`config.mk`:
```
export PLATFORM = sky130hd
export DESIGN_NAME = mem_arbiter_flat
export DESIGN_NICKNAME = d
export VERILOG_FILES = /design/src/source/dcache_pkg.sv /design/src/source/mem_if.sv /design/src/source/mem_arbiter.sv /design/src/flat_wrapper.sv
export VERILOG_INCLUDE_DIRS = /design/src /design/src/source
export SDC_FILE = /design/constraint.sdc
export NUM_CORES = 1
export LEC_CHECK = 0
export ABC_AREA = 1
export BUFFER_PORTS_ARGS = -buffer_cell sky130_fd_sc_hd__buf_2
export CAP_MARGIN = 20
export CELL_PAD_IN_SITES_DETAIL_PLACEMENT = 1
export CELL_PAD_IN_SITES_GLOBAL_PLACEMENT = 2
export CORE_AREA = 8 8 359 361
export DETAILED_ROUTE_END_ITERATION = 10
export DIE_AREA = 0 0 367 369
export HOLD_SLACK_MARGIN = 0.02
export PLACE_DENSITY_LB_ADDON = 0.1
export SYNTH_ARGS = -nofsm -noshare
export SYNTH_HDL_FRONTEND = slang
export SYNTH_SLANG_ARGS = --single-unit
export TNS_END_PERCENT = 30
```
`constraint.sdc`:
```
create_clock -name clk -period 1.35 [get_ports clk]
set_clock_uncertainty 0.1 [all_clocks]
set_input_delay 0 -clock clk [delete_from_list [all_inputs] [get_ports clk]]
set_output_delay 0 -clock clk [all_outputs]
set_load 0.01 [all_outputs]
```
`src/source/dcache_consts.svh`:
```
`ifndef DCACHE_CONSTS_SVH
`define DCACHE_CONSTS_SVH

// cache geometry
`define DC_SETS     16
`define DC_WAYS     2
`define DC_WORDS    4
`define DC_INDEX_W  4
`define DC_OFFSET_W 4
`define DC_TAG_W    24
`define DC_LINE_W   128

// uncached store queue entries
`define DC_WQ_DEPTH 4

`endif

```
`src/source/dcache_pkg.sv`:
```
`default_nettype none
`include "dcache_consts.svh"

package dcache_pkg;

    typedef struct packed {
        logic [`DC_TAG_W-1:0]   tag;
        logic [`DC_INDEX_W-1:0] index;
        logic [1:0]             word;
        logic [1:0]             byte_sel;
    } addr_fields_t;

    // request address, split or as one word
    typedef union packed {
        logic [31:0]  raw;
        addr_fields_t f;
    } addr_u;

    typedef logic [`DC_WORDS-1:0][31:0] line_t;

    typedef enum logic [2:0] {
        LOOKUP, MISS_DIRTY, WRITEBACK, MISS_CLEAN, REFILL, REFILL_DONE
    } miss_state_e;

    typedef enum logic [2:0] {IDLE, LOAD, QUEUE, RETURN, DONE} unc_state_e;

endpackage

`default_nettype wire

```
`src/source/mem_if.sv`:
```
`timescale 1ns/1ps
`default_nettype none
`include "dcache_consts.svh"

// one requester's view of the shared line bus
interface mem_if;
    logic                    req;
    logic                    we;
    logic [31:0]             addr;
    logic [`DC_LINE_W-1:0]   wdata;
    logic [`DC_LINE_W/8-1:0] wstrb;
    logic                    ready;
    logic                    ret_valid;   // completes reads and writes
    logic [`DC_LINE_W-1:0]   rdata;

    modport requester (
        output req, we, addr, wdata, wstrb,
        input  ready, ret_valid, rdata
    );

    modport arbiter (
        input  req, we, addr, wdata, wstrb,
        output ready, ret_valid, rdata
    );
endinterface

`default_nettype wire

```
`src/source/mem_arbiter.sv`:
```
`timescale 1ns/1ps
`default_nettype none
`include "dcache_consts.svh"

module mem_arbiter
    import dcache_pkg::*;
(
    input  wire                           clk,
    input  wire                           reset,
    input  wire                           mem_ready,
    input  wire                           mem_ret_valid,
    input  wire  line_t                   mem_rdata,
    output logic                          mem_req,
    output logic                          mem_we,
    output logic [31:0]                   mem_addr,
    output line_t                         mem_wdata,
    output logic [`DC_LINE_W/8-1:0]       mem_wstrb,
    mem_if.arbiter                        cache_bus,
    mem_if.arbiter                        unc_bus
);

    logic lock;       // held from acceptance until the return
    logic lock_uc;
    logic grant_uc;

    // cache wins ties
    assign grant_uc  = lock ? lock_uc : ~cache_bus.req;
    assign mem_req   = ~lock & (cache_bus.req | unc_bus.req);
    assign mem_we    = grant_uc ? unc_bus.we : cache_bus.we;
    assign mem_addr  = grant_uc ? unc_bus.addr : cache_bus.addr;
    assign mem_wdata = grant_uc ? unc_bus.wdata : cache_bus.wdata;
    assign mem_wstrb = grant_uc ? unc_bus.wstrb : cache_bus.wstrb;

    assign cache_bus.ready     = mem_ready & mem_req & ~grant_uc;
    assign unc_bus.ready       = mem_ready & mem_req & grant_uc;
    assign cache_bus.ret_valid = mem_ret_valid & lock & ~lock_uc;
    assign unc_bus.ret_valid   = mem_ret_valid & lock & lock_uc;
    assign cache_bus.rdata     = mem_rdata;
    assign unc_bus.rdata       = mem_rdata;

    always_ff @(posedge clk) begin
        if (reset) begin
            lock    <= 1'b0;
            lock_uc <= 1'b0;
        end else if (mem_req & mem_ready) begin
            lock    <= 1'b1;
            lock_uc <= grant_uc;
        end else if (mem_ret_valid) begin
            lock    <= 1'b0;
        end
    end

    // granted peer stays off the bus until its return
    assert property (@(posedge clk) disable iff (reset)
        lock |-> !(lock_uc ? unc_bus.req : cache_bus.req));

    // memory must only return what was accepted
    assert property (@(posedge clk) disable iff (reset) mem_ret_valid |-> lock);

endmodule

`default_nettype wire

```
`src/flat_wrapper.sv`:
```
// flat-port wrapper written by rule: the top's interface ports become plain ports
module mem_arbiter_flat import dcache_pkg::*;
  (clk, reset, mem_ready, mem_ret_valid, mem_rdata, mem_req, mem_we, mem_addr, mem_wdata, mem_wstrb, cache_bus_req, cache_bus_we, cache_bus_addr, cache_bus_wdata, cache_bus_wstrb, cache_bus_ready, cache_bus_ret_valid, cache_bus_rdata, unc_bus_req, unc_bus_we, unc_bus_addr, unc_bus_wdata, unc_bus_wstrb, unc_bus_ready, unc_bus_ret_valid, unc_bus_rdata);
  mem_if cache_bus_i ();
  mem_if unc_bus_i ();
  input  wire clk;
  input  wire reset;
  input  wire mem_ready;
  input  wire mem_ret_valid;
  input  wire  line_t mem_rdata;
  output logic mem_req;
  output logic mem_we;
  output logic [31:0] mem_addr;
  output line_t mem_wdata;
  output logic [`DC_LINE_W/8-1:0] mem_wstrb;
  input wire logic [$bits(cache_bus_i.req)-1:0] cache_bus_req;
  input wire logic [$bits(cache_bus_i.we)-1:0] cache_bus_we;
  input wire logic [$bits(cache_bus_i.addr)-1:0] cache_bus_addr;
  input wire logic [$bits(cache_bus_i.wdata)-1:0] cache_bus_wdata;
  input wire logic [$bits(cache_bus_i.wstrb)-1:0] cache_bus_wstrb;
  output wire logic [$bits(cache_bus_i.ready)-1:0] cache_bus_ready;
  output wire logic [$bits(cache_bus_i.ret_valid)-1:0] cache_bus_ret_valid;
  output wire logic [$bits(cache_bus_i.rdata)-1:0] cache_bus_rdata;
  input wire logic [$bits(unc_bus_i.req)-1:0] unc_bus_req;
  input wire logic [$bits(unc_bus_i.we)-1:0] unc_bus_we;
  input wire logic [$bits(unc_bus_i.addr)-1:0] unc_bus_addr;
  input wire logic [$bits(unc_bus_i.wdata)-1:0] unc_bus_wdata;
  input wire logic [$bits(unc_bus_i.wstrb)-1:0] unc_bus_wstrb;
  output wire logic [$bits(unc_bus_i.ready)-1:0] unc_bus_ready;
  output wire logic [$bits(unc_bus_i.ret_valid)-1:0] unc_bus_ret_valid;
  output wire logic [$bits(unc_bus_i.rdata)-1:0] unc_bus_rdata;
  assign cache_bus_i.req = cache_bus_req;
  assign cache_bus_i.we = cache_bus_we;
  assign cache_bus_i.addr = cache_bus_addr;
  assign cache_bus_i.wdata = cache_bus_wdata;
  assign cache_bus_i.wstrb = cache_bus_wstrb;
  assign cache_bus_ready = cache_bus_i.ready;
  assign cache_bus_ret_valid = cache_bus_i.ret_valid;
  assign cache_bus_rdata = cache_bus_i.rdata;
  assign unc_bus_i.req = unc_bus_req;
  assign unc_bus_i.we = unc_bus_we;
  assign unc_bus_i.addr = unc_bus_addr;
  assign unc_bus_i.wdata = unc_bus_wdata;
  assign unc_bus_i.wstrb = unc_bus_wstrb;
  assign unc_bus_ready = unc_bus_i.ready;
  assign unc_bus_ret_valid = unc_bus_i.ret_valid;
  assign unc_bus_rdata = unc_bus_i.rdata;
  mem_arbiter u_core (.clk(clk), .reset(reset), .mem_ready(mem_ready), .mem_ret_valid(mem_ret_valid), .mem_rdata(mem_rdata), .mem_req(mem_req), .mem_we(mem_we), .mem_addr(mem_addr), .mem_wdata(mem_wdata), .mem_wstrb(mem_wstrb), .cache_bus(cache_bus_i), .unc_bus(unc_bus_i));
endmodule
```
### Word-level counts from Yosys, hierarchy flattened

Cells that the tools add are included.

* flip-flop bits (word level): 2
* bits in latches: 0
* RAM bits: 0
* bits in read-only memories: 0
* input port bits: 488
* memories kept: 0

* $add $sub $neg: 0
* multipliers: 0
* divide/modulo/power cells: 0
* order comparisons: 0
* eq/ne operators: 0
* shift operators: 0
* muxes and demuxes: 7
* bitwise logic cells: 12
* reduce and logical (&&, ||, !) cells: 1

Operators by type and width (count)
* $mux 128: 1
* $mux 32: 1
* $mux 16: 1
* $and 1x1->1: 7
* $mux 1: 4
* $not 1->1: 4
* $reduce_bool 2->1: 1
* $or 1x1->1: 1

### Depth between registers and ports, before layout

Gate-level depths: netlist of the first run.

* depth after elaboration: 4
* depth in mapped cells: 7
* gate-level depth less buffers: 6

### Least setup slack after synthesis of the first run

No wires, ideal clock.

* path type: register to output
* start: register u_core.lock
* end: output port mem_addr[11]
* data arrival time: 1155 ps
* path slack: 95 ps
* cell stages (with the launch flop): 7
* path through: dfxtp_1 nand2_1 o21ai_2 buf_2 buf_2 nand2_1 nand2_1

* cells in the longest elaborated chain, start to end: 2

Ends and longest elaborated chain
* start, declared: RTL line mem_arbiter.sv:22 `logic lock;`
* start signal, assigned: RTL line mem_arbiter.sv:43 `lock <= 1'b0;`
* start signal, assigned: RTL line mem_arbiter.sv:46 `lock <= 1'b1;`
* start signal, assigned: RTL line mem_arbiter.sv:49 `lock <= 1'b0;`
* $mux 1: RTL line mem_arbiter.sv:27 `assign grant_uc = lock ? lock_uc : ~cache_bus.req;`
* $mux 32: RTL line mem_arbiter.sv:30 `assign mem_addr = grant_uc ? unc_bus.addr : cache_bus.addr;`
* end, declared: RTL line flat_wrapper.sv:13 `output logic [31:0] mem_addr;`

No other way between the ends.

### Worst setup path after layout of the first run

* start: register u_core.lock
* end: output port mem_addr[1]

The elaborated chain is that of the path after synthesis.

==> results of run 1 <==
==> registers in the layout (all words and copies together), names as in the netlist <==
signal          cells
u_core.lock         1
u_core.lock_uc      1
==> path summary, 6_finish.rpt <==
path               startpoint             end  slack [ps]  cells after the start
setup / recovery  u_core.lock     mem_addr[1]        -390                      9
hold reg to reg   u_core.lock     u_core.lock         570                      3
hold / removal      mem_ready     u_core.lock         170                      3
setup reg to reg  u_core.lock  u_core.lock_uc          20                      6
==> what timing repair did <==
item / in CTS / in global routing
gates resized for setup: 176 / 32
setup buffers: 7 / 2
cloned: 9 / 4
setup endpoints to repair: 180 / 180
pin swaps: 5 / 3
hold buffers: 130 / 0
endpoints found under the hold margin: 258 / 0
==> power groups by stage <==
| stage | combinational, mW | sequential, mW | clock (mW) |
|---|---|---|---|
| 2_1_floorplan | 1.89 | 0.0690 | 0 |
| 3_3_place_gp | 3.06 | 0.0696 | 0 |
| 3_5_place_dp | 3.01 | 0.0692 | 0 |
| 4_1_cts | 4.36 | 0.0696 | 0.458 |
| 5_1_grt | 4.74 | 0.0721 | 0.467 |
| 6_report | 4.30 | 0.0709 | 0.449 |
==> layout make-up <==
| class | count | share of cell area, % |
|---|---|---|
| Clock buffer | 3 | 0.760 |
| Tap cell | 1637 | 20.7 |
| Timing Repair Buffer | 733 | 55.1 |
| Sequential cell | 2 | 0.456 |
| Inverter | 7 | 0.431 |
| Multi-Input combinational cell | 545 | 22.2 |
| Antenna cell | 14 | 0.355 |
==> worst max-delay path, stage by stage, from the launching register on <==
cell and delay [ps]:
dfxtp_4 350, o21ai_4 160, buf_12 170, inv_16 70, buf_12 130, buf_16 130, buf_6 110, nand2_2 50
nand2_2 80, buf_6 130
==> cells in the final DEF, fill, tap and decap left out, types with 2 or more instances in the layout <==
cell	instances
nor2_4	2
a21oi_1	2
nand2_2	32
clkbuf_16	7
nand2_1	500
nand2_4	4
buf_8	5
buf_2	471
buf_4	30
buf_16	13
dlygate4sd3_1	130
diode_2	14
buf_6	65
buf_12	14
inv_1	6
==> cells by family (layout without fill, tap and decap cells) <==
| kind of cell | Yosys count | count (layout) | share of synthesized area, % |
|---|---|---|---|
| compound gates | 3 | 3 | 0.445 |
| buf+inv | 301 | 743 | 50.4 |
| simple gates | 542 | 542 | 48.3 |
| flops | 2 | 2 | 0.948 |
| other cells | 0 | 14 | 0 |
==> stage by stage <==
stage / instances / setup WS [ps]
floorplan: 848 / 94.9
global placement: 2772 / -448
detailed placement: 2772 / -434
CTS: 2921 / -402
global route: 2930 / -458
finish: 2941 / -386
==> metal layers <==
metal  track usage (%)  up-vias  part of all wire, %
met5                 0        -                 0.19
met4             0.659       16                 0.56
met3              2.86       28                   10
met2              12.3      444                   53
met1              6.50     2972                   36
li1                  -     3169                    -
==> metrics, run 1 <==
vias in the first global route=7656; worst vdd ir=0.265 mV; Max Transition Viols Final=0; antenna-violating nets left=0; Crit Path Class=flip-flop to primary output; clock power share=9.3%; Die Height=369 um; Fin Setup TNS=-51360 ps; TritonCTS Buffers=3; synth warn=0; Clock transition at path regs=30 ps; CTS root buf=clkbuf_16; via count=6629; power density over cell area=488 nW/um^2; drt wl/cell=16.3 um; RD Place Congestion=between 0.7 and 0.8; leading area contributor after synthesis=nand2_1; synth cell count leaders=536 x nand2_1, 256 x buf_4, 28 x buf_2, 10 x clkbuf_1, 6 x inv_1; Syn Inst Count=848; via/cell ratio=2.25; CTS HTree Levels=1; initial core utilization=3.43%; Pwr Total=4.82 mW; Post-synth EDFFs=0; syn nets=1336; Die ar.=approximately 140000 um^2; P&R area growth vs syn=134%; fillers=15000; failing checks=setup timing; Worst Setup Slack, final=-386 ps; starting DRC count in detailed routing=about 150; Area contributors post-synth=nand2_1 48%, buf_4 46%, buf_2 3.3%; Post-route DRC=0; final core utilization=under 10%; Power Internal=about 2.5 mW; Slew Limit Headroom=69.9%; post-synth cell types=12; final hold slack=170 ps; FF/Latch Area=45.0 um^2; fraction of layout instances using a drive strength above 1=50.3%; fmax=576 MHz; Main synth FF type=dfxtp_1; # rows=between 100 and 150; Area after DPL=7290 um^2; Clock Latency Late Sink=220 ps; Horiz. Die Dim=367 um; combinational share of power=89.2%; Final setup viols=179; largest net degree at the start of global routing=28; Reg power frac=1.5%; Yosys reg bits=2; first-pass GRT wire length=approximately 63 mm; crit start category=flip-flop; crit path DAT=~1600 ps; share of the synthesized area in the top cell type=47.7%; RSZ-0062 raised after global routing=true; Port Buf Inserts=~540; io pins=926; mapped cell area=4220 um^2; DP Wirelength=37.4 mm; worst path required time=about 1300 ps; net switching power=roughly 2.4 mW; CTS tree=yes; total gr overflow=0; combined area of the multi-input logic cells=2190 um^2; core area=123000 um^2; Lkg Pwr=5.05 nW; min Tclk post-route=between 1500 and 2000 ps; status=finished with violations; Avg Inst Size Synth=about 5 um^2; Hold/Removal Path Class=input pin to flip-flop; Tcrit/Tclk final=129%; register area share after synthesis=less than 1%; DRT Wirelength=47.8 mm; initial antenna violation count=25; count leader, synth=nand2_1; clk sink count=2; DR pass1 iterations=4; Final Instance Area=between 9000 and 10000 um^2; Async S/R FF share, synth=0%; crit-path max FO=7; sw frac=49.1%; Max-Cap Viols=0; final hold viol count=0; crit path capture type=primary output; worst-margin pin slew=450 ps; CTS max path bufs=2; Tot GR Track Use=~6.4%; fin nets=1780
Power figures use the tool's default switching activity.
==> run 2: changes to the inputs <==
--- a/config.mk
+++ b/config.mk
@@ -7,7 +7,7 @@
 export NUM_CORES = 1
 export LEC_CHECK = 0
 export ABC_AREA = 1
-export BUFFER_PORTS_ARGS = -buffer_cell sky130_fd_sc_hd__buf_2
+export BUFFER_PORTS_ARGS = -buffer_cell sky130_fd_sc_hd__clkbuf_2
 export CAP_MARGIN = 20
 export CELL_PAD_IN_SITES_DETAIL_PLACEMENT = 1
 export CELL_PAD_IN_SITES_GLOBAL_PLACEMENT = 2
==> run 2 against run 1 <==
The flow still finishes with violations (setup timing). Largest cell class unchanged. Die area did not move. Sequential share of layout area about the same. Critical path type unchanged. Fmax about the same. Cell count up 0.44%. Total power is 10% higher. Wire length is 0.68% higher. Count of clock-buffer cells in the layout stayed put. Flip-flop and latch count stayed put.
==> metrics, run 2 (synthesized netlist as in run 1, its figures left out) <==
fillers=14900 (-0.66%); Crit Path Class=flip-flop to primary output; Worst Setup SP=u_core.lock; worst-margin pin slew=464 ps (+14.2 ps); final hold viol count=0 (unchanged); combinational share of power=90.4% (+1.2 points); Fin Setup TNS=-51570 ps (-209 ps); Tot GR Track Use=6.48% (+0.087 points); Reg power frac=1.3% (-0.2 points); Pwr Total=5.32 mW (+10%); initial core utilization=3.43% (unchanged); failing checks=setup timing; vias in the first global route=7643 (-0.17%); fmax=576 MHz (about the same); Die Height=369 um (unchanged); Worst R2R Path Depth=6 (unchanged); Final Instance Area=10800 um^2 (+9.5%); fraction of layout instances using a drive strength above 1=57.6% (+7.3 points); RD Place Congestion=0.801 (+1.2%); via/cell ratio=2.28 (+1.3%); Tcrit/Tclk final=129% (about the same); clock power share=8.3% (-1.0 points); Max-Cap Viols=0 (unchanged); Horiz. Die Dim=367 um (unchanged); Power Internal=2.80 mW (+14%); FF/Latch Area=45.0 um^2 (unchanged); drt wl/cell=16.3 um (+0.23%); crit path DAT=1640 ps (about the same); crit path capture type=primary output; Post-route DRC=0 (unchanged); largest registers=u_core.lock (1), u_core.lock_uc (1); Slew Limit Headroom=69.0% (-0.95 points); crit start category=flip-flop; commonest non-fill, non-tap cells in the layout=438 x clkbuf_2, 415 x nand2_1, 131 x dlygate4sd3_1; CTS max path bufs=2 (unchanged); Worst Setup Slack, final=-387 ps (-1.20 ps); Critical R2R Launch=u_core.lock; crit-path max FO=7 (unchanged); Hold/Removal Path Class=input pin to flip-flop; DRT Wirelength=48.1 mm (+0.68%); final hold slack=108 ps (-62.1 ps); total gr overflow=0 (unchanged); CTS tree=yes; Inst Count DP=2788 (+0.58%); min Tclk post-route=1740 ps (+1.20 ps); Clock Latency Late Sink=220 ps (about the same); Die ar.=135000 um^2 (unchanged); io pins=926 (unchanged); Area after DPL=7470 um^2 (+2.5%); net switching power=2.52 mW (+6.4%); Lkg Pwr=5.54 nW (+9.7%); combined area of the multi-input logic cells=2540 um^2 (+16%); RSZ-0062 raised after global routing=true; antenna-violating nets left=0 (unchanged); min-delay src=unc_bus_req; CTS HTree Levels=1 (unchanged); # rows=129 (unchanged); P&R area growth vs syn=156%; commonest non-fill, non-tap cell in the layout=clkbuf_2; hold path cells=5 (+2); via count=6743 (+1.7%); starting DRC count in detailed routing=155 (+2.6%); power density over cell area=492 nW/um^2 (+0.73%); Finished Layout Cells=2954 (+0.44%); fin nets=1804 (+1.3%); CTS root buf=clkbuf_16; initial antenna violation count=6 (-76%); first-pass GRT wire length=63.0 mm (+0.67%); DP Wirelength=38.6 mm (+3.0%); worst path required time=1250 ps (about the same); Max Transition Viols Final=0 (unchanged); DR pass1 iterations=4 (unchanged); status=finished with violations; TritonCTS Buffers=3 (unchanged); Final setup viols=179 (unchanged); clk sink count=2 (unchanged); core area=123000 um^2 (unchanged); Port Buf Inserts=541 (unchanged); largest net degree at the start of global routing=19 (-32%); Clock transition at path regs=30 ps (about the same); sw frac=47.3% (-1.7 points); worst vdd ir=0.216 mV (-19%)
## run 2: final cells by class
cell class                      count  area share, %
Multi-Input combinational cell    545           23.5
Tap cell                         1637           18.9
Sequential cell                     2          0.417
Timing Repair Buffer              756           55.7
Inverter                            7          0.394
Antenna cell                        3         0.0694
Timing Repair inverter              1          0.278
Clock buffer                        3          0.694
## run 2: final timing paths
| check | endpoint | slack [ps] |
|---|---|---|
| setup / recovery | mem_wdata[91] | -390 |
| hold / removal | u_core.lock | 110 |
| setup reg to reg | u_core.lock_uc | 140 |
| hold reg to reg | u_core.lock | 550 |
## run 2: layer usage
layer	wire length [um]	global-route usage (%)	part of all wire (%)	vias up
met5	43	0	0.089	-
met2	25600	12.4	53	466
met1	16900	6.59	35	3051
met4	563	0.854	1.2	8
li1	-	-	-	3194
met3	5010	2.86	10	24
## run 2: power by group through the flow
stage,Sequential (mW),Clock (mW),Combinational [mW]
after floorplan,0.0690,0,1.89
after CTS,0.0711,0.452,4.69
after global routing,0.0715,0.462,5.25
after detailed placement,0.0692,0,3.14
after global placement,0.0693,0,3.20
final,0.0708,0.442,4.80
## run 2: through the flow
step	utilization, %	worst slack [ps]
after floorplan	-	94.9
after global placement	6.08	-369
after detailed placement	6.08	-367
after CTS	8.36	-397
after global routing	8.79	-436
final	8.79	-387
## run 2: repair_timing
item	CTS	global route
hold buffers	130	1
resized for setup	231	186
endpoints found under the hold margin	258	1
endpoints found under the setup margin	179	179
cloned	11	3
buffers inserted	16	4
pin swaps	45	19
## run 2: worst max-delay path, cell delays in order (launching register included)
cell and delay (ps):
dfxtp_4 350, o21ai_4 140, buf_12 180, buf_16 180, buf_16 160, buf_4 120
nand2_1 40, nand2_1 70, clkbuf_8 130
